===== src/design/chipBridgePkg.sv =====
/*
 * chipBridgePkg: shared types for the 68040 to Amiga chip bus bridge,
 * covering SIZ codes, the CPU request, chip bus outputs, lane enables and config
 */
package chipBridgePkg;

    // SIZ encoding as the 68040 drives it, equal bits mean a longword
    typedef enum logic [1:0] {
        sizeLong = 2'b00,
        sizeByte = 2'b01,
        sizeWord = 2'b10,
        sizeLine = 2'b11 // a line is split by the CPU, here it counts as a longword
    } sizeCode;

    // one CPU transfer request, valid in the cycle of ts
    typedef struct packed {
        logic [23:0] addr;
        sizeCode     siz;
        logic        rw;    // high for a read
        logic [31:0] wdata;
    } cpuReq_t;

    // everything the bridge puts on the 16-bit chip bus
    typedef struct packed {
        logic [22:0] addr;   // word address, bits 23..1 of the byte address
        logic        uds;    // upper data strobe, active high here
        logic        lds;    // lower data strobe, active high here
        logic        rw;
        logic        strobe; // high in every cycle of an active word phase
        logic [15:0] wdata;
    } chipBus_t;

    // active low byte lane enables, upper lane first
    typedef struct packed {
        logic uub;
        logic umb;
        logic lmb;
        logic llb;
    } laneEnables_t;

    // chipset DMA strobes, all active low
    typedef struct packed {
        logic casUn;
        logic casLn;
        logic dbenN; // high picks the upper lane pair
    } dmaStrobes_t;

    // bridge configuration word
    typedef struct packed {
        logic [1:0] waitStates; // extra cycles per word phase
        logic       dmaEnable;
    } bridgeCfg_t;

endpackage


===== src/design/byteEnable.sv =====
/*
 * byteEnable: decodes SIZ and A[1:0] into byte lane enables and chip bus
 * data strobes, and forwards DMA CAS strobes onto the chip RAM lanes
 */
`timescale 1ns/10ps

module byteEnable import chipBridgePkg::*; (
    input  logic         cpuCycle,
    input  logic         dmaGrant,
    input  logic [1:0]   addrLow,
    input  sizeCode      siz,
    input  dmaStrobes_t  dma,
    output laneEnables_t memEnables,
    output laneEnables_t ramEnables,
    output logic         uds,
    output logic         lds
);

    logic isLong; // longword or line, both move four bytes
    logic isWord;
    logic uubHit; // lane hits, active high, before any gating
    logic umbHit;
    logic lmbHit;
    logic llbHit;
    logic dmaUpper; // DMA cycle on the upper pair
    logic dmaLower; // DMA cycle on the lower pair

    assign isLong = (siz == sizeLong) || (siz == sizeLine);
    assign isWord = (siz == sizeWord);

    // a word covers both lanes of the half that A1 picks, a byte only its own lane
    assign uubHit = isLong || (!addrLow[1] && (isWord || !addrLow[0]));
    assign umbHit = isLong || (!addrLow[1] && (isWord ||  addrLow[0]));
    assign lmbHit = isLong || ( addrLow[1] && (isWord || !addrLow[0]));
    assign llbHit = isLong || ( addrLow[1] && (isWord ||  addrLow[0]));

    // memory enables only ever belong to the CPU
    assign memEnables.uub = !(uubHit && cpuCycle);
    assign memEnables.umb = !(umbHit && cpuCycle);
    assign memEnables.lmb = !(lmbHit && cpuCycle);
    assign memEnables.llb = !(llbHit && cpuCycle);

    // dbenN picks which pair the chipset is talking to
    assign dmaUpper = dmaGrant &&  dma.dbenN;
    assign dmaLower = dmaGrant && !dma.dbenN;

    // chip RAM lanes take the CPU decode or the CAS strobes, casUn to the upper lane of the pair
    assign ramEnables.uub = !((uubHit && cpuCycle) || (!dma.casUn && dmaUpper));
    assign ramEnables.umb = !((umbHit && cpuCycle) || (!dma.casLn && dmaUpper));
    assign ramEnables.lmb = !((lmbHit && cpuCycle) || (!dma.casUn && dmaLower));
    assign ramEnables.llb = !((llbHit && cpuCycle) || (!dma.casLn && dmaLower));

    // 68000 style strobes for the 16-bit side, quiet outside a CPU cycle
    assign uds = cpuCycle && !addrLow[0];
    assign lds = cpuCycle && (addrLow[0] || isWord || isLong); // odd byte, word or long

endmodule


===== src/design/cycleSequencer.sv =====
/*
 * cycleSequencer: arbitrates CPU requests against chipset DMA and runs the
 * 16-bit word phases with wait states, ending each CPU transfer with ta
 */
`timescale 1ns/10ps

module cycleSequencer import chipBridgePkg::*; (
    input  logic        clk40,
    input  logic        rstN,
    input  logic        ts,
    input  cpuReq_t     req,
    input  logic        dmaReq,
    input  bridgeCfg_t  cfg,
    output logic        cpuCycle,
    output logic        dmaGrant,
    output logic        ta,
    output logic        upperPhase,
    output logic        lastCycle,
    output cpuReq_t     latchedReq,
    output logic [22:0] chipAddr,
    output logic        strobe
);

    // sequencer states
    typedef enum logic [1:0] {
        stIdle = 2'd0,
        stCpu  = 2'd1, // word phases running
        stDma  = 2'd2, // chipset owns the chip RAM
        stAck  = 2'd3  // single ta cycle
    } seqState_t;

    seqState_t  state;
    logic       tsPending; // ts seen while DMA held the bus
    logic [1:0] waitCnt;   // cycle count inside the current word phase
    logic [1:0] wsLatched; // wait states frozen for this transfer
    logic       phase;     // second word of a longword when set
    logic       isLong;
    logic       phaseDone;

    assign isLong    = (latchedReq.siz == sizeLong) || (latchedReq.siz == sizeLine);
    assign phaseDone = (waitCnt == wsLatched);

    always_ff @(posedge clk40) begin
        if (!rstN) begin
            state     <= stIdle;
            tsPending <= 1'b0;
            waitCnt   <= 2'd0;
            wsLatched <= 2'd0;
            phase     <= 1'b0;
        end else begin
            case (state)
                stIdle: begin
                    // the CPU wins a tie with a fresh DMA request
                    if (ts || tsPending) begin
                        state     <= stCpu;
                        tsPending <= 1'b0;
                        waitCnt   <= 2'd0;
                        phase     <= 1'b0;
                        wsLatched <= cfg.waitStates; // later config writes leave this transfer alone
                    end else if (dmaReq && cfg.dmaEnable) begin
                        state <= stDma;
                    end
                end
                stCpu: begin
                    if (phaseDone) begin
                        waitCnt <= 2'd0;
                        if (isLong && !phase) begin
                            phase <= 1'b1; // straight into the lower word, no gap
                        end else begin
                            state <= stAck;
                        end
                    end else begin
                        waitCnt <= waitCnt + 2'd1;
                    end
                end
                stDma: begin
                    if (ts) begin
                        tsPending <= 1'b1; // park it until the chipset lets go
                    end
                    if (!dmaReq) begin
                        state <= stIdle;
                    end
                end
                stAck: begin
                    state <= stIdle;
                end
                default: begin
                    state <= stIdle;
                end
            endcase
        end
    end

    // request payload, only loaded on ts so a pending request survives DMA
    always_ff @(posedge clk40) begin
        if (ts) begin
            latchedReq <= req;
        end
    end

    assign cpuCycle = (state == stCpu) || (state == stAck); // ta cycle included
    assign dmaGrant = (state == stDma);
    assign ta       = (state == stAck);
    assign strobe   = (state == stCpu);
    assign lastCycle = strobe && phaseDone; // read data gets sampled here

    // longwords go upper then lower, shorter sizes use the half that A1 names
    assign upperPhase = isLong ? !phase : !latchedReq.addr[1];
    assign chipAddr   = {latchedReq.addr[23:2], isLong ? phase : latchedReq.addr[1]};

endmodule


===== src/design/dataSteer.sv =====
/*
 * dataSteer: puts the right 16-bit half of the CPU write data on the chip
 * bus and builds the 32-bit read word from one or two word phases
 */
`timescale 1ns/10ps

module dataSteer (
    input  logic        clk40,
    input  logic        rstN,
    input  logic        upperPhase,
    input  logic        lastCycle,
    input  logic        strobe,
    input  logic [31:0] wdata,
    input  logic [15:0] chipRdata,
    output logic [15:0] chipWdata,
    output logic [31:0] cpuRdata
);

    logic [15:0] upperHalf; // D31..D16 as seen by the CPU
    logic [15:0] lowerHalf; // D15..D0
    logic        capture;   // last strobe cycle of a word phase

    // the lane for the current phase goes out as is, no delay
    assign chipWdata = upperPhase ? wdata[31:16] : wdata[15:0];

    assign capture = strobe && lastCycle;

    // the chip bus data is only trusted at the end of the phase
    always_ff @(posedge clk40) begin
        if (!rstN) begin
            upperHalf <= 16'h0000;
            lowerHalf <= 16'h0000;
        end else if (capture) begin
            if (upperPhase) begin
                upperHalf <= chipRdata;
            end else begin
                lowerHalf <= chipRdata;
            end
        end
    end

    // the half that was not read keeps its old value, the CPU ignores those lanes
    assign cpuRdata = {upperHalf, lowerHalf};

endmodule


===== src/design/bridgeConfig.sv =====
/*
 * bridgeConfig: register block holding wait states and DMA enable for the
 * sequencer, written by a single cycle strobe and always readable
 */
`timescale 1ns/10ps

module bridgeConfig import chipBridgePkg::*; #(
    parameter int RESET_WAIT_STATES = 1 // 0 to 3
) (
    input  logic       clk40,
    input  logic       rstN,
    input  logic       cfgWrite,
    input  bridgeCfg_t cfgWdata,
    output bridgeCfg_t cfg,
    output bridgeCfg_t cfgRdata
);

    bridgeCfg_t cfgReg;

    always_ff @(posedge clk40) begin
        if (!rstN) begin
            cfgReg.waitStates <= 2'(RESET_WAIT_STATES);
            cfgReg.dmaEnable  <= 1'b1; // chipset DMA is allowed out of reset
        end else if (cfgWrite) begin
            cfgReg <= cfgWdata; // visible from the next cycle on
        end
    end

    // the sequencer and the readback port see the same register
    assign cfg      = cfgReg;
    assign cfgRdata = cfgReg;

endmodule


===== src/design/chipBridge.sv =====
/*
 * chipBridge: 32-bit 68040 bus to 16-bit Amiga chip bus bridge with
 * DMA arbitration, byte lane decode and a small config block
 */
`timescale 1ns/10ps

module chipBridge import chipBridgePkg::*; #(
    parameter int RESET_WAIT_STATES = 1
) (
    input  logic         clk40,
    input  logic         rstN,
    input  logic         ts,
    input  cpuReq_t      req,
    input  logic         dmaReq,
    input  dmaStrobes_t  dma,
    input  logic         cfgWrite,
    input  bridgeCfg_t   cfgWdata,
    input  logic [15:0]  chipRdata,
    output logic         ta,
    output logic [31:0]  cpuRdata,
    output logic         cpuCycle,
    output logic         dmaGrant,
    output chipBus_t     chipBus,
    output laneEnables_t memEnables,
    output laneEnables_t ramEnables,
    output bridgeCfg_t   cfgRdata
);

    bridgeCfg_t  cfg;
    cpuReq_t     latchedReq;
    logic        upperPhase;
    logic        lastCycle;
    logic        strobe;
    logic [22:0] chipAddr;
    logic        uds;
    logic        lds;
    logic [15:0] chipWdata;

    bridgeConfig #(
        .RESET_WAIT_STATES(RESET_WAIT_STATES)
    ) config_i (
        .clk40   (clk40),
        .rstN    (rstN),
        .cfgWrite(cfgWrite),
        .cfgWdata(cfgWdata),
        .cfg     (cfg),
        .cfgRdata(cfgRdata)
    );

    cycleSequencer sequencer_i (
        .clk40     (clk40),
        .rstN      (rstN),
        .ts        (ts),
        .req       (req),
        .dmaReq    (dmaReq),
        .cfg       (cfg),
        .cpuCycle  (cpuCycle),
        .dmaGrant  (dmaGrant),
        .ta        (ta),
        .upperPhase(upperPhase),
        .lastCycle (lastCycle),
        .latchedReq(latchedReq),
        .chipAddr  (chipAddr),
        .strobe    (strobe)
    );

    // decode runs off the latched request so it holds for the whole CPU cycle
    byteEnable byteEnable_i (
        .cpuCycle  (cpuCycle),
        .dmaGrant  (dmaGrant),
        .addrLow   (latchedReq.addr[1:0]),
        .siz       (latchedReq.siz),
        .dma       (dma),
        .memEnables(memEnables),
        .ramEnables(ramEnables),
        .uds       (uds),
        .lds       (lds)
    );

    dataSteer dataSteer_i (
        .clk40     (clk40),
        .rstN      (rstN),
        .upperPhase(upperPhase),
        .lastCycle (lastCycle),
        .strobe    (strobe),
        .wdata     (latchedReq.wdata),
        .chipRdata (chipRdata),
        .chipWdata (chipWdata),
        .cpuRdata  (cpuRdata)
    );

    // chip bus outputs gathered into one struct
    assign chipBus.addr   = chipAddr;
    assign chipBus.uds    = uds;
    assign chipBus.lds    = lds;
    assign chipBus.rw     = latchedReq.rw;
    assign chipBus.strobe = strobe;
    assign chipBus.wdata  = chipWdata;

endmodule


===== config.mk =====
export PLATFORM = sky130hd
export DESIGN_NAME = chipBridge
export DESIGN_NICKNAME = d
export VERILOG_FILES = /design/src/design/chipBridgePkg.sv /design/src/design/byteEnable.sv /design/src/design/cycleSequencer.sv /design/src/design/dataSteer.sv /design/src/design/bridgeConfig.sv /design/src/design/chipBridge.sv
export SDC_FILE = /design/constraint.sdc
export NUM_CORES = 1
export LEC_CHECK = 0
export CAP_MARGIN = 20
export CORE_ASPECT_RATIO = 1.75
export CORE_MARGIN = 2
export CORE_UTILIZATION = 45
export CTS_BUF_LIST = sky130_fd_sc_hd__clkbuf_4 sky130_fd_sc_hd__clkbuf_8
export CTS_CLUSTER_SIZE = 20
export DETAILED_ROUTE_END_ITERATION = 8
export DONT_BUFFER_PORTS = 1
export GPL_TIMING_DRIVEN = 0
export SLEW_MARGIN = 25
export SYNTH_ARGS = -nofsm -noshare
export SYNTH_HDL_FRONTEND = slang
export SYNTH_SLANG_ARGS = --single-unit

===== constraint.sdc =====
create_clock -name clk40 -period 2.25 [get_ports clk40]
set_input_delay 0.45 -clock clk40 [delete_from_list [all_inputs] [get_ports clk40]]
set_output_delay 0.45 -clock clk40 [all_outputs]
set_load 0.01 [all_outputs]

== Word level (Yosys, flattened, before mapping) ==
Cells that the tools add are included.

* Memory bits (read-only): 0
* Word-level logic and storage cells: 105
* Latch bits: 0
* Memories kept: 0
* Flip-flop bits (word level): 102
* Memory bits (writable): 0

* $add $sub $neg: 1
* Equality and inequality tests: 13
* Multiply operators: 0
* Magnitude comparators: 0
* Shift-type cells: 0
* Bitwise gates (word level): 1
* Div/mod/pow operators: 0
* Reductions and logical operators: 59
* Muxes and demuxes: 18

{| class="wikitable"
|+ Operators with widths
! operator !! number
|-
| 1-bit logical AND || 20
|-
| 16-bit two-way mux || 1
|-
| 1-bit zero test || 14
|-
| 1-bit logical OR || 14
|-
| 2-bit two-way mux || 7
|-
| 2-bit inequality test, second input constant || 5
|-
| 2-bit equality test, second input constant || 4
|-
| 2-bit one-hot mux with 4 select lines || 1
|-
| 2-bit AND reduction || 4
|-
| 4-bit AND reduction || 2
|-
| 1-bit two-way mux || 6
|-
| 2-bit zero test || 2
|-
| 1-bit one-hot mux with 2 select lines || 2
|-
| 2-bit one-hot mux with 2 select lines || 1
|-
| 2-bit nonzero test || 2
|-
| 3-bit by 1-bit inequality test with 1-bit output, second input constant || 1
|-
| 3-bit AND reduction || 1
|-
| 2-bit by 1-bit adder with 2-bit output, second input constant || 1
|-
| 2-bit by 1-bit equality test with 1-bit output, second input constant || 1
|-
| 2-bit equality test || 1
|-
| 2-bit by 1-bit inequality test with 1-bit output, second input constant || 1
|-
| 1-bit inverter || 1
|}

== Longest topological paths before layout ==
* Depth after elaboration: 7
* Mapped depth: 8
* Mapped depth without buffers: 6

== Cells and area by module ==
From an unflattened synthesis, not the netlist that was laid out.

* Cell total of the unflattened synthesis: 311
* Area total of the unflattened synthesis: 4,142.7 um^2

{| class="wikitable"
|+ By module, submodules not included
! module !! instances !! seq. area each (um^2) !! area an instance (um^2) !! cells an instance
|-
| cycleSequencer || 1 || 1,931.9 || 2,387.3 || 135
|-
| dataSteer || 1 || 640.6 || 1,427.6 || 140
|-
| byteEnable || 1 || 0.0 || 178.9 || 21
|-
| bridgeConfig || 1 || 60.1 || 126.4 || 12
|-
| chipBridge || 1 || 0.0 || 22.5 || 3
|}

== Worst setup path before layout ==
No wires, ideal clock.

* Kind: register to output
* Start: register sequencer_i.latchedReq[34] (netlist name)
* End: output chipBus[11] (netlist name)
* Stages on the path, launching flop included: 8
* Arrival: 1.638 ns
* Required time: 1.800 ns
* Path slack: 0.162 ns
* Path through: edfxtp_1 ha_1 buf_6 mux2i_4 inv_2 buf_1 nand2_1 nand2_1

{| class="wikitable"
|+ RTL lines
! element !! RTL line !! RTL
|-
| to (decl) || chipBridge.sv:23 || <nowiki>output chipBus_t chipBus,</nowiki>
|}

==> run_results.csv <==
group,metric,value,unit
die,die-height,126.7,µm
final_layout,design.final.nets,418,
hold_path,holdPathStages,0,
final_layout,commonest_non_fill_non_tap_cell_in_the_layout,"nand2_1",
synth,synth_area,3870,µm²
route,drt-pass1-iter-count,4,
sta,finalHoldViolations,0,
synth,post_synthesis_cells,315,
final_layout,filler_cells,708,
placed_design,number_of_placed_instances_with_taps_included,430,
global_routing,grt_remaining_overflow,0,
die,placementRows,44,
worst_setup_path,path_buf_inv,2,
sta,rsz0062_at_grt,"yes",
global_routing,grt_start_max_net_pins,63,
status,failed_checks,"setup timing",
die,initial_core_util,46.55,%
die,chipWidth,74.10,µm
final_layout,final_layout_size_suffix_gt1_share,20.83,%
placed_design,place.port_buffers,0,
synth,ff_latch_count_synth,102,
power,power-per-cell-area,885.7,nW/µm²
synth,synthesis.yosys.warnings,0,
worst_setup_path,regToRegStartpoint,"sequencer_i.latchedReq[34]",
clocking,cts.hold.buffers_added,0,
synth,number_of_enable_flip_flop_cells_after_synthesis,59,
sta,layout_worst_path_cycle_share,100.5,%
synth,post_synth_main_area_contributors,"edfxtp_1 46%, dfxtp_1 22%, nand2_1 9.7%",
worst_setup_path,worstPathArrival,1810,ps
sta,max_slew_violation_total_from_the_final_report,0,
global_routing,globalRouteTotalUtil,16.40,%
synth,average_size_of_a_mapped_cell,12.29,µm²
power,report.power.total,3.931,mW
global_routing,initial_antenna_violation_count,0,
sta,timing.final.ws_setup,-12.25,ps
synth,yosysTopAreaCell,"edfxtp_1",
die,ioPinCount,175,
hold_path,min-delay-path-class,"in2reg",
clocking,cts_sinks,102,
power,ir_worst_vdd,0.5062,mV
die,die_area,9387,µm²
hold_path,holdCritStartpoint,"req[9]",
worst_setup_path,timing.setup.critical_path_class,"reg2out",
worst_setup_path,critical_path.cell_chain,"ha_4, mux2i_4, inv_4, clkbuf_16, nand2_4, nand2_2",
worst_setup_path,critical_path.startpoint_type,"flip-flop",
placed_design,dpl.hpwl,5711,µm
route,routed-via-count,2339,
synth,post-synth-top-area-fraction,45.78,%
clocking,ctsHtreeMaxLevel,3,
power,leakage,1.737,nW
sta,max_freq,0.4420,GHz
worst_setup_path,cp_slowest_cell,"edfxtp_1",
final_layout,seqCellArea,2633,µm²
route,first_iter_violations,110,
synth,synth.lib_cells_used.distinct,39,
sta,clock_skew,9.988,ps
clocking,ctsRootBufferMaster,"clkbuf_8",
sta,relSlewSlack,64.31,%
worst_setup_path,critPathRequiredTime,1800,ps
final_layout,antenna_cells,0,
die,core_area,8313,µm²
route,detail_route.drc_violations,0,
clocking,cts_tree,"built",
route,finalWirelength,7790,µm
worst_setup_path,cell_type_group_with_the_largest_total_delay_on_the_critical_path,"flip-flops",
worst_setup_path,max_stage_delay,420,ps
worst_setup_path,startpoint,"sequencer_i.latchedReq[34]",
final_layout,syn_to_final_growth,14.68,%
final_layout,final_cell_mix,"68 x nand2_1, 59 x edfxtp_1, 43 x dfxtp_1",
route,drt.antenna.violating_nets,0,
sta,timing.final.setup_violations,12,
synth,synth_flop_cell,"edfxtp_1",
status,run_status,"finished, violations left",
placed_design,gp_routability_congestion,0.6978,
final_layout,post_layout_nonfiller_instances,451,
route,detail_routed_via_count_per_cell,5.186,
clocking,cts.reportedPaths.clkPinSlew,90,ps
job,maxCapViolCount,0,
clocking,cts_buffers,9,
synth,postSynth.asyncResetShare,0,%
worst_setup_path,critical_path_peak_fanout,4,
route,routed_wire_length_per_instance,17.27,µm
sta,worst_slew_pin_slew,531.5,ps
final_layout,multi_input_area,1219,µm²
global_routing,grt_first_pass_wirelength,11510,µm
sta,period_minus_slack,2262,ps
worst_setup_path,setup.worst_path.end_class,"output port",
synth,syn-num-nets,402,
global_routing,number_of_global_route_vias_before_repair,2302,
clocking,clkLatencyLatePin,360,ps
worst_setup_path,worst-r2r-cell-count,7,
clocking,clockBufferDepth,2,
worst_setup_path,critical_path_depth,6,
synth,part_of_the_yosys_area_used_for_sequential_elements,68.02,%
-- report_power, final --
part	switching (mW)	internal [mW]	total [mW]	leakage, nW
Clock	0.565	0.616	1.18	0.109
Sequential	0.110	2.12	2.23	0.927
Combinational	0.299	0.219	0.518	0.701
-- synth_stat cells (3+ instances only) --
cell	number
a21oi_1	5
buf_4	4
clkbuf_1	9
dfxtp_1	43
edfxtp_1	59
inv_1	7
mux2i_1	35
nand2_1	100
nand3b_1	3
nor2_1	8
nor3_1	3
o21ai_0	5
-- sequential cells by signal, indices dropped and copies added, names as in the netlist --
register,cells
sequencer_i.waitCnt,2
dataSteer_i.lowerHalf,16
sequencer_i.chipAddr,22
sequencer_i.latchedReq,37
dataSteer_i.upperHalf,16
sequencer_i.state,2
sequencer_i.wsLatched,2
sequencer_i.tsPending,1
sequencer_i.phase,1
config_i.cfg,3
-- cell type report --
cell class | count | area share, %
Clock buffer | 13 | 3.891
Tap cell | 115 | 3.242
Multi-Input combinational cell | 188 | 27.46
Timing Repair Buffer | 6 | 1.692
Inverter | 8 | 0.7330
Sequential cell | 102 | 59.32
Buffer | 16 | 2.707
Clock inverter | 3 | 0.9586
-- worst register-to-register path: stages (launching register included) --
cell,delay (ps)
edfxtp_1,420
ha_4,320
mux2i_4,320
buf_4,160
and4_1,190
buf_4,190
buf_12,160
mux2i_1,190
-- worst paths after layout --
check | end | slack (ps)
worst max-delay path | chipBus[4] | -10
worst min-delay path | sequencer_i.latchedReq[9] | 180
worst max register to register | dataSteer_i.upperHalf[9] | 230
worst min register to register | dataSteer_i.upperHalf[3] | 510
-- logic make-up (layout without fill, tap and decap cells) --
| family | Yosys count | count (layout) | synth area share (%) |
|---|---|---|---|
| AO/OA/AOI/OAI | 23 | 23 | 4.009 |
| XOR/XNOR | 3 | 3 | 0.6791 |
| adder cells (fa/ha/maj) | 1 | 1 | 0.3233 |
| buffers and inverters | 25 | 46 | 3.621 |
| flip-flops | 102 | 102 | 68.02 |
| multiplexers | 36 | 36 | 9.635 |
| AND/OR/NAND/NOR | 125 | 125 | 13.71 |
-- metrics by stage --
stage	setup WS, ps	util [%]	hold slack (ps)	TNS (ps)	instance area [µm²]
2_1_floorplan	161.5	-	466.3	0	3870
3_3_place_gp	-124.8	48.28	490.6	-1067	4014
3_5_place_dp	-157.8	48.28	494.6	-1176	4014
4_1_cts	-81.03	52.02	156.1	-1049	4324
5_1_grt	-107.9	53.39	151.8	-1532	4438
6_report	-12.25	53.39	182.7	-61.95	4438
-- timing repair --
action / in CTS / in global routing
resized for setup: 22 / 28
hold endpoints to repair: 0 / 0
pin swaps: 2 / 13
gates cloned: 0 / 1
endpoints found under the setup margin: 19 / 21
setup buffers: 4 / 1
-- metal layers --
layer / vias up / GRT usage [%] / routed length, µm
met5: - / 0 / 0
met4: 0 / 7.487 / 179
li1: 1108 / - / -
met1: 1104 / 16.16 / 2695
met2: 113 / 29.46 / 4286
met3: 14 / 5.878 / 629
Power figures use the tool's default switching activity.
